$ cat src/include/cache_params.svh
`ifndef CACHE_PARAMS_SVH
`define CACHE_PARAMS_SVH

// byte address and data word widths
`define ADDR_W 32
`define XLEN 64

// cache geometry, two ways per set
`define SETS 64
`define LINE_WORDS 4
`define TAG_W 21

// backing memory depth in words, index is addr[12:3]
`define MEM_WORDS 1024

`endif

$ cat src/verilog/cache_pkg.sv
`default_nettype none

`include "cache_params.svh"

package cache_pkg;

  typedef logic [`ADDR_W-1:0] addr_t;
  typedef logic [`XLEN-1:0] word_t;
  typedef logic [`TAG_W-1:0] tag_t;
  typedef logic [$clog2(`SETS)-1:0] index_t;
  typedef logic [$clog2(`LINE_WORDS)-1:0] wordSel_t;
  typedef logic [`LINE_WORDS*`XLEN-1:0] line_t;

  // controller states
  typedef enum logic [2:0] {
    IDLE,
    LOOKUP,
    REFILL,
    FILL,
    RESPOND
  } cacheState_e;

endpackage

`default_nettype wire

$ cat src/verilog/apb_arbiter.sv
`timescale 1ns/1ps
`default_nettype none

module apb_arbiter
  import cache_pkg::*;
(
  input  wire   clk,
  input  wire   rst_n,
  input  wire   r0_psel_i,
  input  wire   r0_penable_i,
  input  addr_t r0_paddr_i,
  input  wire   r0_pwrite_i,
  input  word_t r0_pwdata_i,
  output word_t r0_prdata_o,
  output logic  r0_pready_o,
  input  wire   r1_psel_i,
  input  wire   r1_penable_i,
  input  addr_t r1_paddr_i,
  input  wire   r1_pwrite_i,
  input  word_t r1_pwdata_i,
  output word_t r1_prdata_o,
  output logic  r1_pready_o,
  input  wire   r2_psel_i,
  input  wire   r2_penable_i,
  input  addr_t r2_paddr_i,
  input  wire   r2_pwrite_i,
  input  word_t r2_pwdata_i,
  output word_t r2_prdata_o,
  output logic  r2_pready_o,
  output logic  m_psel_o,
  output logic  m_penable_o,
  output addr_t m_paddr_o,
  output logic  m_pwrite_o,
  output word_t m_pwdata_o,
  input  word_t m_prdata_i,
  input  wire   m_pready_i
);

  localparam int NREQ = 3;

  logic [NREQ-1:0] reqPsel;
  logic [NREQ-1:0] reqPenable;
  logic [NREQ-1:0] reqPwrite;
  addr_t           reqAddr  [NREQ];
  word_t           reqWdata [NREQ];

  logic       busy;
  logic [1:0] grantIdx;
  logic [1:0] lastWinner;
  logic [1:0] winner;
  logic [1:0] curIdx;
  logic       found;

  assign reqPsel    = {r2_psel_i, r1_psel_i, r0_psel_i};
  assign reqPenable = {r2_penable_i, r1_penable_i, r0_penable_i};
  assign reqPwrite  = {r2_pwrite_i, r1_pwrite_i, r0_pwrite_i};
  assign reqAddr[0]  = r0_paddr_i;
  assign reqAddr[1]  = r1_paddr_i;
  assign reqAddr[2]  = r2_paddr_i;
  assign reqWdata[0] = r0_pwdata_i;
  assign reqWdata[1] = r1_pwdata_i;
  assign reqWdata[2] = r2_pwdata_i;

  // round robin, search starts after the last winner
  always_comb begin
    int idx;
    winner = lastWinner;
    found  = 1'b0;
    for (int k = 1; k <= NREQ; k++) begin
      idx = (int'(lastWinner) + k) % NREQ;
      if (!found && reqPsel[idx]) begin
        winner = 2'(idx);
        found  = 1'b1;
      end
    end
  end

  always_ff @(posedge clk or negedge rst_n) begin
    if (!rst_n) begin
      busy       <= 1'b0;
      grantIdx   <= '0;
      lastWinner <= 2'(NREQ - 1);
    end else if (!busy && found) begin
      busy     <= 1'b1;
      grantIdx <= winner;
    end else if (busy && m_pready_i) begin
      busy       <= 1'b0;
      lastWinner <= grantIdx;
    end
  end

  // idle link forwards the winner as a setup phase
  assign curIdx      = busy ? grantIdx : winner;
  assign m_psel_o    = reqPsel[curIdx];
  assign m_penable_o = busy && reqPenable[grantIdx];
  assign m_paddr_o   = reqAddr[curIdx];
  assign m_pwrite_o  = reqPwrite[curIdx];
  assign m_pwdata_o  = reqWdata[curIdx];

  assign r0_prdata_o = m_prdata_i;
  assign r1_prdata_o = m_prdata_i;
  assign r2_prdata_o = m_prdata_i;
  assign r0_pready_o = busy && (grantIdx == 2'd0) && m_pready_i;
  assign r1_pready_o = busy && (grantIdx == 2'd1) && m_pready_i;
  assign r2_pready_o = busy && (grantIdx == 2'd2) && m_pready_i;

endmodule

`default_nettype wire

$ cat config.mk
export PLATFORM = sky130hd
export DESIGN_NAME = apb_arbiter
export DESIGN_NICKNAME = d
export VERILOG_FILES = /design/src/verilog/cache_pkg.sv /design/src/verilog/apb_arbiter.sv
export VERILOG_INCLUDE_DIRS = /design/src /design/src/include
export SDC_FILE = /design/constraint.sdc
export NUM_CORES = 1
export LEC_CHECK = 0
export ABC_AREA = 1
export CAP_MARGIN = 20
export CORE_AREA = 5 5 254 256
export CTS_CLUSTER_DIAMETER = 40
export DETAILED_ROUTE_END_ITERATION = 8
export DIE_AREA = 0 0 259 261
export DONT_BUFFER_PORTS = 1
export PLACE_DENSITY_LB_ADDON = 0.25
export SYNTH_ARGS = -nofsm -noshare
export SYNTH_HDL_FRONTEND = slang
export SYNTH_SLANG_ARGS = --single-unit
export TNS_END_PERCENT = 20
$ cat constraint.sdc
create_clock -name clk -period 2.24 [get_ports clk]
set_input_delay 0.224 -clock clk [delete_from_list [all_inputs] [get_ports clk]]
set_output_delay 0.224 -clock clk [all_outputs]
set_load 0.02 [all_outputs]
; ---- Yosys cells after proc, flatten, opt, wreduce, memory -nomap -nowiden
; Cells that the tools add are included.
[word_totals]
wordCells = 66
reg_bits = 5
input_bits = 364
output_inout_bits = 294
[op_classes]
mux = 30
bitwise = 2
n_reduce_logical = 17
eq_ne = 2
n_div = 3
order_cmp = 6
n_addsub = 3
[ops]
columns = op, n
row1 = 64-bit binary-select mux with 2-bit select, 1
row2 = 64-bit 2-to-1 mux, 2
row3 = "32-bit by 4-bit < comparator with 1-bit output, second input constant", 3
row4 = "32-bit by 3-bit modulo with 32-bit output, second input constant", 3
row5 = 32-bit binary-select mux with 2-bit select, 1
row6 = 32-bit 2-to-1 mux, 2
row7 = 1-bit 2-to-1 mux, 14
row8 = 1-bit binary-select mux with 2-bit select, 6
row9 = 1-bit logical AND, 11
row10 = 2-bit 2-to-1 mux, 4
row11 = "2-bit by 2-bit adder with 3-bit output, second input constant", 2
row12 = "2-bit by 3-bit < comparator with 1-bit output, second input constant", 2
row13 = "2-bit by 1-bit adder with 3-bit output, second input constant", 1
row14 = "3-bit greater-or-equal comparator, second input constant", 1
row15 = 1-bit zero test, 3
row16 = 2-bit inverter with 3-bit output, 1
row17 = "2-bit by 1-bit equality test with 1-bit output, second input constant", 1
row18 = "2-bit equality test, second input constant", 1
row19 = 2-bit zero test, 1
row20 = 2-bit AND reduction, 1
row21 = 2-bit nonzero test, 1
row22 = 1-bit inverter, 1

; ---- Longest topological paths before layout
; Gate-level depths: netlist of the first run.
[depth]
ltp_word = 17
depth_mapped = 17
ltp_nobuf = 15

; ---- Least setup slack after synthesis of the first run
; OpenSTA, ideal clock, no wires.
[synth_path]
path_kind = flip-flop to output port
start = register lastWinner[0]
end = output m_pwdata_o[43]
arrival_time_ns = 2.195
path_buffers = 2
setup_slack_ns = -0.179
path_stages_with_launch = 18
t_required_ns = 2.016
cell_sequence = dfrtp_1 inv_1 ha_1 inv_2 nand2_1 nand3_1 nand2_2 nand3_1 nand2_1 inv_1 nand2_1 nand3_2 nand2_2 nor2_4 buf_6 buf_6 nand2_1 nand2_1
[synth_between]
elab_chain_len = 17
elab_cells_between_ends = 29
classes_between = add/sub (3) / div (3) / mux (18) / bitwise (1) / reduce/logical (4)
[synth_rtl]
columns = item, line_no
row1 = "start, declared", apb_arbiter.sv:49  ; logic [1:0] lastWinner;
row2 = "start signal, assigned", apb_arbiter.sv:82  ; lastWinner <= 2'(NREQ - 1);
row3 = "start signal, assigned", apb_arbiter.sv:88  ; lastWinner <= grantIdx;
row4 = 2-bit by 1-bit adder with 3-bit output, apb_arbiter.sv:70  ; idx = (int'(lastWinner) + k) % NREQ;
row5 = 32-bit by 3-bit modulo with 32-bit output, apb_arbiter.sv:70
row6 = 1-bit binary-select mux with 2-bit select, apb_arbiter.sv:71  ; if (!found && reqPsel[idx]) begin
row7 = 1-bit 2-to-1 mux (implied by the code) (2 in a row), apb_arbiter.sv:71
row8 = 1-bit 2-to-1 mux, apb_arbiter.sv:71
row9 = 1-bit zero test, apb_arbiter.sv:71
row10 = 1-bit logical AND, apb_arbiter.sv:71
row11 = 1-bit 2-to-1 mux, apb_arbiter.sv:71
row12 = 1-bit zero test, apb_arbiter.sv:71
row13 = 1-bit logical AND, apb_arbiter.sv:71
row14 = 2-bit 2-to-1 mux (*), apb_arbiter.sv:71
row15 = 2-bit 2-to-1 mux (*), apb_arbiter.sv:93  ; assign curIdx = busy ? grantIdx : winner;
row16 = 2-bit inverter with 3-bit output (implied by the code) (*), apb_arbiter.sv:98  ; assign m_pwdata_o = reqWdata[curIdx];
row17 = 64-bit binary-select mux with 2-bit select (*), apb_arbiter.sv:98
row18 = 64-bit 2-to-1 mux (implied by the code) (*) (2 in a row), apb_arbiter.sv:98
row19 = "end, declared", apb_arbiter.sv:34  ; output word_t m_pwdata_o,
; Every way passes the cells marked *; elsewhere a longest branch is shown, timed or not. The select of a mux whose other input is x is not followed.

; ---- Worst setup path in the final report of the first run
[layout_path]
start = register lastWinner[1]
end = output m_pwdata_o[41]
; The elaborated chain is that of the path after synthesis.

==> results.yml, run 1 <==
sta:
  hold_viol: 0
  slew_headroom_pct: 55.67
  fin_crit_ns: 2.853
  post-route-period-util_pct: 127.4
  setup_slack_ns: -0.6128
  worstMarginPinSlew_ns: 0.6598
  grt_setup_unrepaired: "yes"
  finalSetupViolations: 98
  finalMaxSlewViolations: 0
  tns_ns: -52.77
  fmax_ghz: 0.3505
  skew_ns: 0.002344
finish:
  drive_above_1_share_pct: 31.79
  post-route-cell-area_um2: 6739
  multi_input_area_um2: 3485
  regArea_um2: 126.4
  fill_cells: 7269
  area_growth_pct: 28.54
  layout.nets: 1234
logic_synthesis:
  syn_inst: 1036
  synthSimpleGateAreaFrac_pct: 47.71
  ys_types: 22
  synth_top_family_by_area: "buffers and inverters"
  netlist.area_leader.share_pct: 29.98
  synth_fp_nets: 1404
  yosysTopAreaCell: "nand3_1"
  synthFlopType: "dfrtp_1"
  synth_edf_count: 0
  synth.avg_cell_area_um2: 5.060
  muxShareOfSynthArea_pct: 0
  yosysMostFrequentCell: "nand3_1"
  async_reset_ff_share_pct: 100.0
  yosys.area_share.adder_pct: 0.9547
  synth_compound_area_share_pct: 0.9547
  synthTopCellsByCount: "nand3_1 (314), nand2_1 (226), inv_1 (211)"
  ys_ff_latch: 5
  synth-xor-area-share_pct: 0
  seq_area_frac_synth_pct: 2.411
  syn_area_um2: 5243
  synth_area_leaders: "nand3_1 (30%), buf_4 (28%), nand2_1 (16%), inv_1 (15%), dfrtp_1 (1.9%)"
  synth_warnings: 0
worst_hold_path:
  hold_class: "input pin to flop"
  whs_path_depth: 1
place:
  dpl_worst_slack_ns: -0.5563
  gp_congestion: 0.7878
  placed_area_um2: 5197
  numPortBuffers: 0
  hpwl_mm: 19.09
worst_setup_path:
  critPathRequiredTime_ns: 2.02
  start_kind: "flop"
  path_class: "flop to primary output"
  cp.arrival_ns: 2.63
  crit_path_end_kind: "primary output"
  worstRegToRegCells: 12
  cp_max_fo: 39
cts:
  cts_tree: "built"
  cts_buffers: 3
  path_clk_slew_ns: 0.03
  htree_levels: 1
  clock_sinks: 5
  clockBufferDepth: 2
  clk_latency_ns: 0.23
  cts-root-buf: "clkbuf_16"
global_routing:
  grt_overflow_total: 0
  grt_max_degree: 60
  antenna_found_initial: 1
  grt_pass1_vias: 5739
  grt_pass1_wl_mm: 36.35
  grt.total_usage_pct: 7.135
floorplan:
  fp.dieH_um: 261
  core_area_um2: 62270
  die_w_um: 259
  rows: 92
  die_area_um2: 67600
  io_pins: 658
  start_util_pct: 8.418
detailed_routing:
  drc: 0
  wirelength_mm: 28.25
  wl_per_cell_um: 16.50
  ant_nets: 0
  dr.pass1.iters: 5
  drt_iter0_drc: 385
  vias: 5786
  viasPerCell: 3.380
outcome:
  violations: "negative setup slack"
  status: "complete, but fails checks"
run:
  max_cap_viol_count: 0
## layout by cell type (no fill, tap or decap), drive strengths merged
cell	synthesis	routed
bufbuf	0	1
nand3	316	316
a31oi	1	1
ha	4	4
dlygate4sd3	0	1
clkbuf	26	8
dfstp	1	1
diode	0	1
buf	226	71
inv	214	214
nand2	229	229
o21ai	7	7
nor2	4	4
nor3	3	3
o32ai	1	1
dfrtp	4	4
## stage by stage
stage          hold WS (ns)  util (%)  cells
2_1_floorplan      -0.07159         -   1036
3_3_place_gp       -0.07139     8.346   1667
3_5_place_dp       -0.07136     8.346   1667
4_1_cts              0.1051     10.08   1701
5_1_grt              0.1243     10.82   1711
6_report             0.1030     10.82   1712
## worst paths after layout
check / from / endpoint / slack (ns)
setup / recovery: lastWinner[1]$_DFFE_PN1P_ / m_pwdata_o[41] / -0.61
hold / removal: m_pready_i / busy$_DFFE_PN0P_ / 0.10
setup reg to reg: lastWinner[1]$_DFFE_PN1P_ / grantIdx[1]$_DFFE_PN0P_ / 0.19
hold reg to reg: lastWinner[1]$_DFFE_PN1P_ / lastWinner[1]$_DFFE_PN1P_ / 0.54
max in group asynchronous: rst_n / lastWinner[1]$_DFFE_PN1P_ / 1.67
min in group asynchronous: rst_n / busy$_DFFE_PN0P_ / 0.30
## area by class of cell
type	instances	area share (%)
Multi-Input combinational cell	565	51.71
Timing Repair Buffer	77	17.55
Tap cell	846	15.71
Inverter	214	11.96
Sequential cell	5	1.875
Clock buffer	4	1.170
Antenna cell	1	0.03713
## what timing repair did
| item | in CTS | in global routing |
|---|---|---|
| pin swaps | 32 | 44 |
| hold endpoints to repair | 5 | 0 |
| gates cloned | 10 | 4 |
| resized for setup | 144 | 85 |
| hold buffers | 1 | 0 |
| endpoints found under the setup margin | 98 | 98 |
| buffers inserted | 19 | 9 |
## worst max-delay path: stages, from the launching register on
cell	delay, ns
dfstp_2	0.58
ha_4	0.24
inv_4	0.08
buf_4	0.11
nand3_1	0.07
inv_1	0.07
nand3_2	0.08
nand2_1	0.07
inv_1	0.04
nand2_2	0.09
nand3_4	0.13
buf_4	0.18
buf_12	0.15
nand3_1	0.14
nand3_1	0.15
nand2_2	0.15
## registers in the layout, summed over array words and instances, names as in the netlist
signal      cells
busy            1
grantIdx        2
lastWinner      2
## cell families (layout without fill, tap and decap cells)
| group | count (synthesis) | in the layout |
|---|---|---|
| compound gates | 9 | 9 |
| fa+ha+maj | 4 | 4 |
| buf+inv | 466 | 295 |
| flops | 5 | 5 |
| other cells | 0 | 1 |
| simple gates | 552 | 552 |
## routing by layer
layer	wire length [um]	global-route usage (%)	vias to the layer above
met5	0	0	-
met4	1761	3.571	0
met3	3152	2.131	92
met2	13530	12.71	470
met1	9797	7.709	2579
li1	-	-	2645
Power of run 1 is not shown: default switching activity piles up to over one toggle a cycle in this logic, so the estimate is an artifact.
==> inputs of run 2 (changes only) <==
--- a/config.mk
+++ b/config.mk
@@ -13,7 +13,9 @@
 export DETAILED_ROUTE_END_ITERATION = 8
 export DIE_AREA = 0 0 259 261
 export DONT_BUFFER_PORTS = 1
+export HOLD_SLACK_MARGIN = 0.12
 export PLACE_DENSITY_LB_ADDON = 0.25
+export SKIP_CTS_REPAIR_TIMING = 1
 export SYNTH_ARGS = -nofsm -noshare
 export SYNTH_HDL_FRONTEND = slang
 export SYNTH_SLANG_ARGS = --single-unit
==> results.yml, run 2 (synthesis gave the netlist of run 1 again) <==
outcome:
  violations: "negative setup slack"
  status: "complete, but fails checks"
floorplan:
  start_util_pct: 8.418
  io_pins: 658
  fp.dieH_um: 261
  rows: 92
  die_w_um: 259
  die_area_um2: 67600
  core_area_um2: 62270
sta:
  finalMaxSlewViolations: 0
  hold_viol: 0
  finalSetupViolations: 98
  tns_ns: -65.12
  setup_slack_ns: -0.7524
  worstMarginPinSlew_ns: 0.6685
  slew_headroom_pct: 55.09
  whs_ns: 0.1023
  skew_ns: 0.002096
  grt_setup_unrepaired: "yes"
  fin_crit_ns: 2.992
  post-route-period-util_pct: 133.6
  fmax_ghz: 0.3342
finish:
  final_cell_mix: "nand3_1 (303), inv_1 (206), nand2_1 (104)"
  layout.nets: 1221
  final_common_cell: "nand3_1"
  largestRegisters: "grantIdx (2), lastWinner (2), busy (1)"
  antenna_cells: 0
  fin_util_pct: 9.939
  area_growth_pct: 18.07
  drive_above_1_share_pct: 25.94
worst_setup_path:
  start_kind: "flop"
  path_class: "flop to primary output"
  rrSetupSlack_ns: 0.22
  cp_max_fo: 6
  critPathRequiredTime_ns: 2.02
  worstRegToRegCells: 12
  cp.arrival_ns: 2.77
  worstReg2RegEnd: "grantIdx[0]$_DFFE_PN0P_"
  slowest_delay_ns: 0.61
  crit_path_end_kind: "primary output"
  crit_chain: "ha_4 -> inv_4 -> nand3_1 -> nand2_2 -> nand2_1 -> inv_2 -> nand3_4 -> nand3_4 -> nand2_8 -> nor2_4 -> buf_12 -> buf_12 -> clkbuf_16 -> nand2_4 -> nand2_4"
  crit_slowest_cell: "dfstp_2"
  rr_startpoint: "lastWinner[1]$_DFFE_PN1P_"
place:
  hpwl_mm: 19.09
  dpl_worst_slack_ns: -0.5563
  numPortBuffers: 0
  gp_congestion: 0.7878
cts:
  cts-root-buf: "clkbuf_16"
  path_clk_slew_ns: 0.03
  htree_levels: 1
  clockBufferDepth: 2
  cts_tree: "built"
  clk_latency_ns: 0.23
  cts_buffers: 3
  clock_sinks: 5
worst_hold_path:
  min_to: "busy$_DFFE_PN0P_"
  hold_class: "input pin to flop"
  hp-start: "m_pready_i"
  whs_path_depth: 1
global_routing:
  antenna_found_initial: 2
  grt_max_degree: 60
  grt_pass1_vias: 5302
  grt_pass1_wl_mm: 30.86
  grt.total_usage_pct: 5.804
  grt_overflow_total: 0
detailed_routing:
  wirelength_mm: 27.04
  wl_per_cell_um: 15.92
  drc: 0
  viasPerCell: 3.376
  dr.pass1.iters: 5
  vias: 5732
  drt_iter0_drc: 413
  ant_nets: 0
run:
  max_cap_viol_count: 0
## run 2: routing by layer
layer	GRT usage (%)	vias to the layer above	wire length, um
met5	0	-	0
met4	2.582	0	1287
met3	1.870	75	2497
met2	10.45	437	13030
li1	-	2621	-
met1	6.229	2599	10230
## run 2: cell type report
cell class / count / area, um^2
inverters: 214 / 805.8
repair buffers: 64 / 928.4
multi-input cells: 565 / 3192
well taps: 846 / 1059
clock buffers: 4 / 78.83
flip-flops and latches: 5 / 126.4
fillers: 7315 / 56090
## run 2: worst max-delay path by stage
stage | from | endpoint | slack (ns) | depth (start not counted)
floorplan | lastWinner[1]$_DFFE_PN1P_ | m_pwdata_o[43] | -0.05 | 16
global placement | lastWinner[1]$_DFFE_PN1P_ | m_paddr_o[25] | -0.52 | 16
detailed placement | lastWinner[1]$_DFFE_PN1P_ | m_paddr_o[25] | -0.56 | 16
CTS | lastWinner[1]$_DFFE_PN1P_ | m_paddr_o[25] | -0.80 | 16
global route | lastWinner[1]$_DFFE_PN1P_ | m_pwdata_o[8] | -0.91 | 15
finish | lastWinner[1]$_DFFE_PN1P_ | m_pwdata_o[28] | -0.75 | 15
## run 2: worst max-delay path: cells and delay by family, from the launching register on
kind                     cells  cell delay [ns]
AND/OR/NAND/NOR              9             0.98
buffers and inverters        5             0.68
flip-flops                   1             0.61
adder cells (fa/ha/maj)      1             0.26
## run 2: per-stage QoR
stage / cells / instance area, um^2
finish: 1698 / 6190
global placement: 1667 / 5197
detailed placement: 1667 / 5197
floorplan: 1036 / 5361
CTS: 1671 / 5276
global route: 1698 / 6190
Power of run 2 is left out for the same reason.
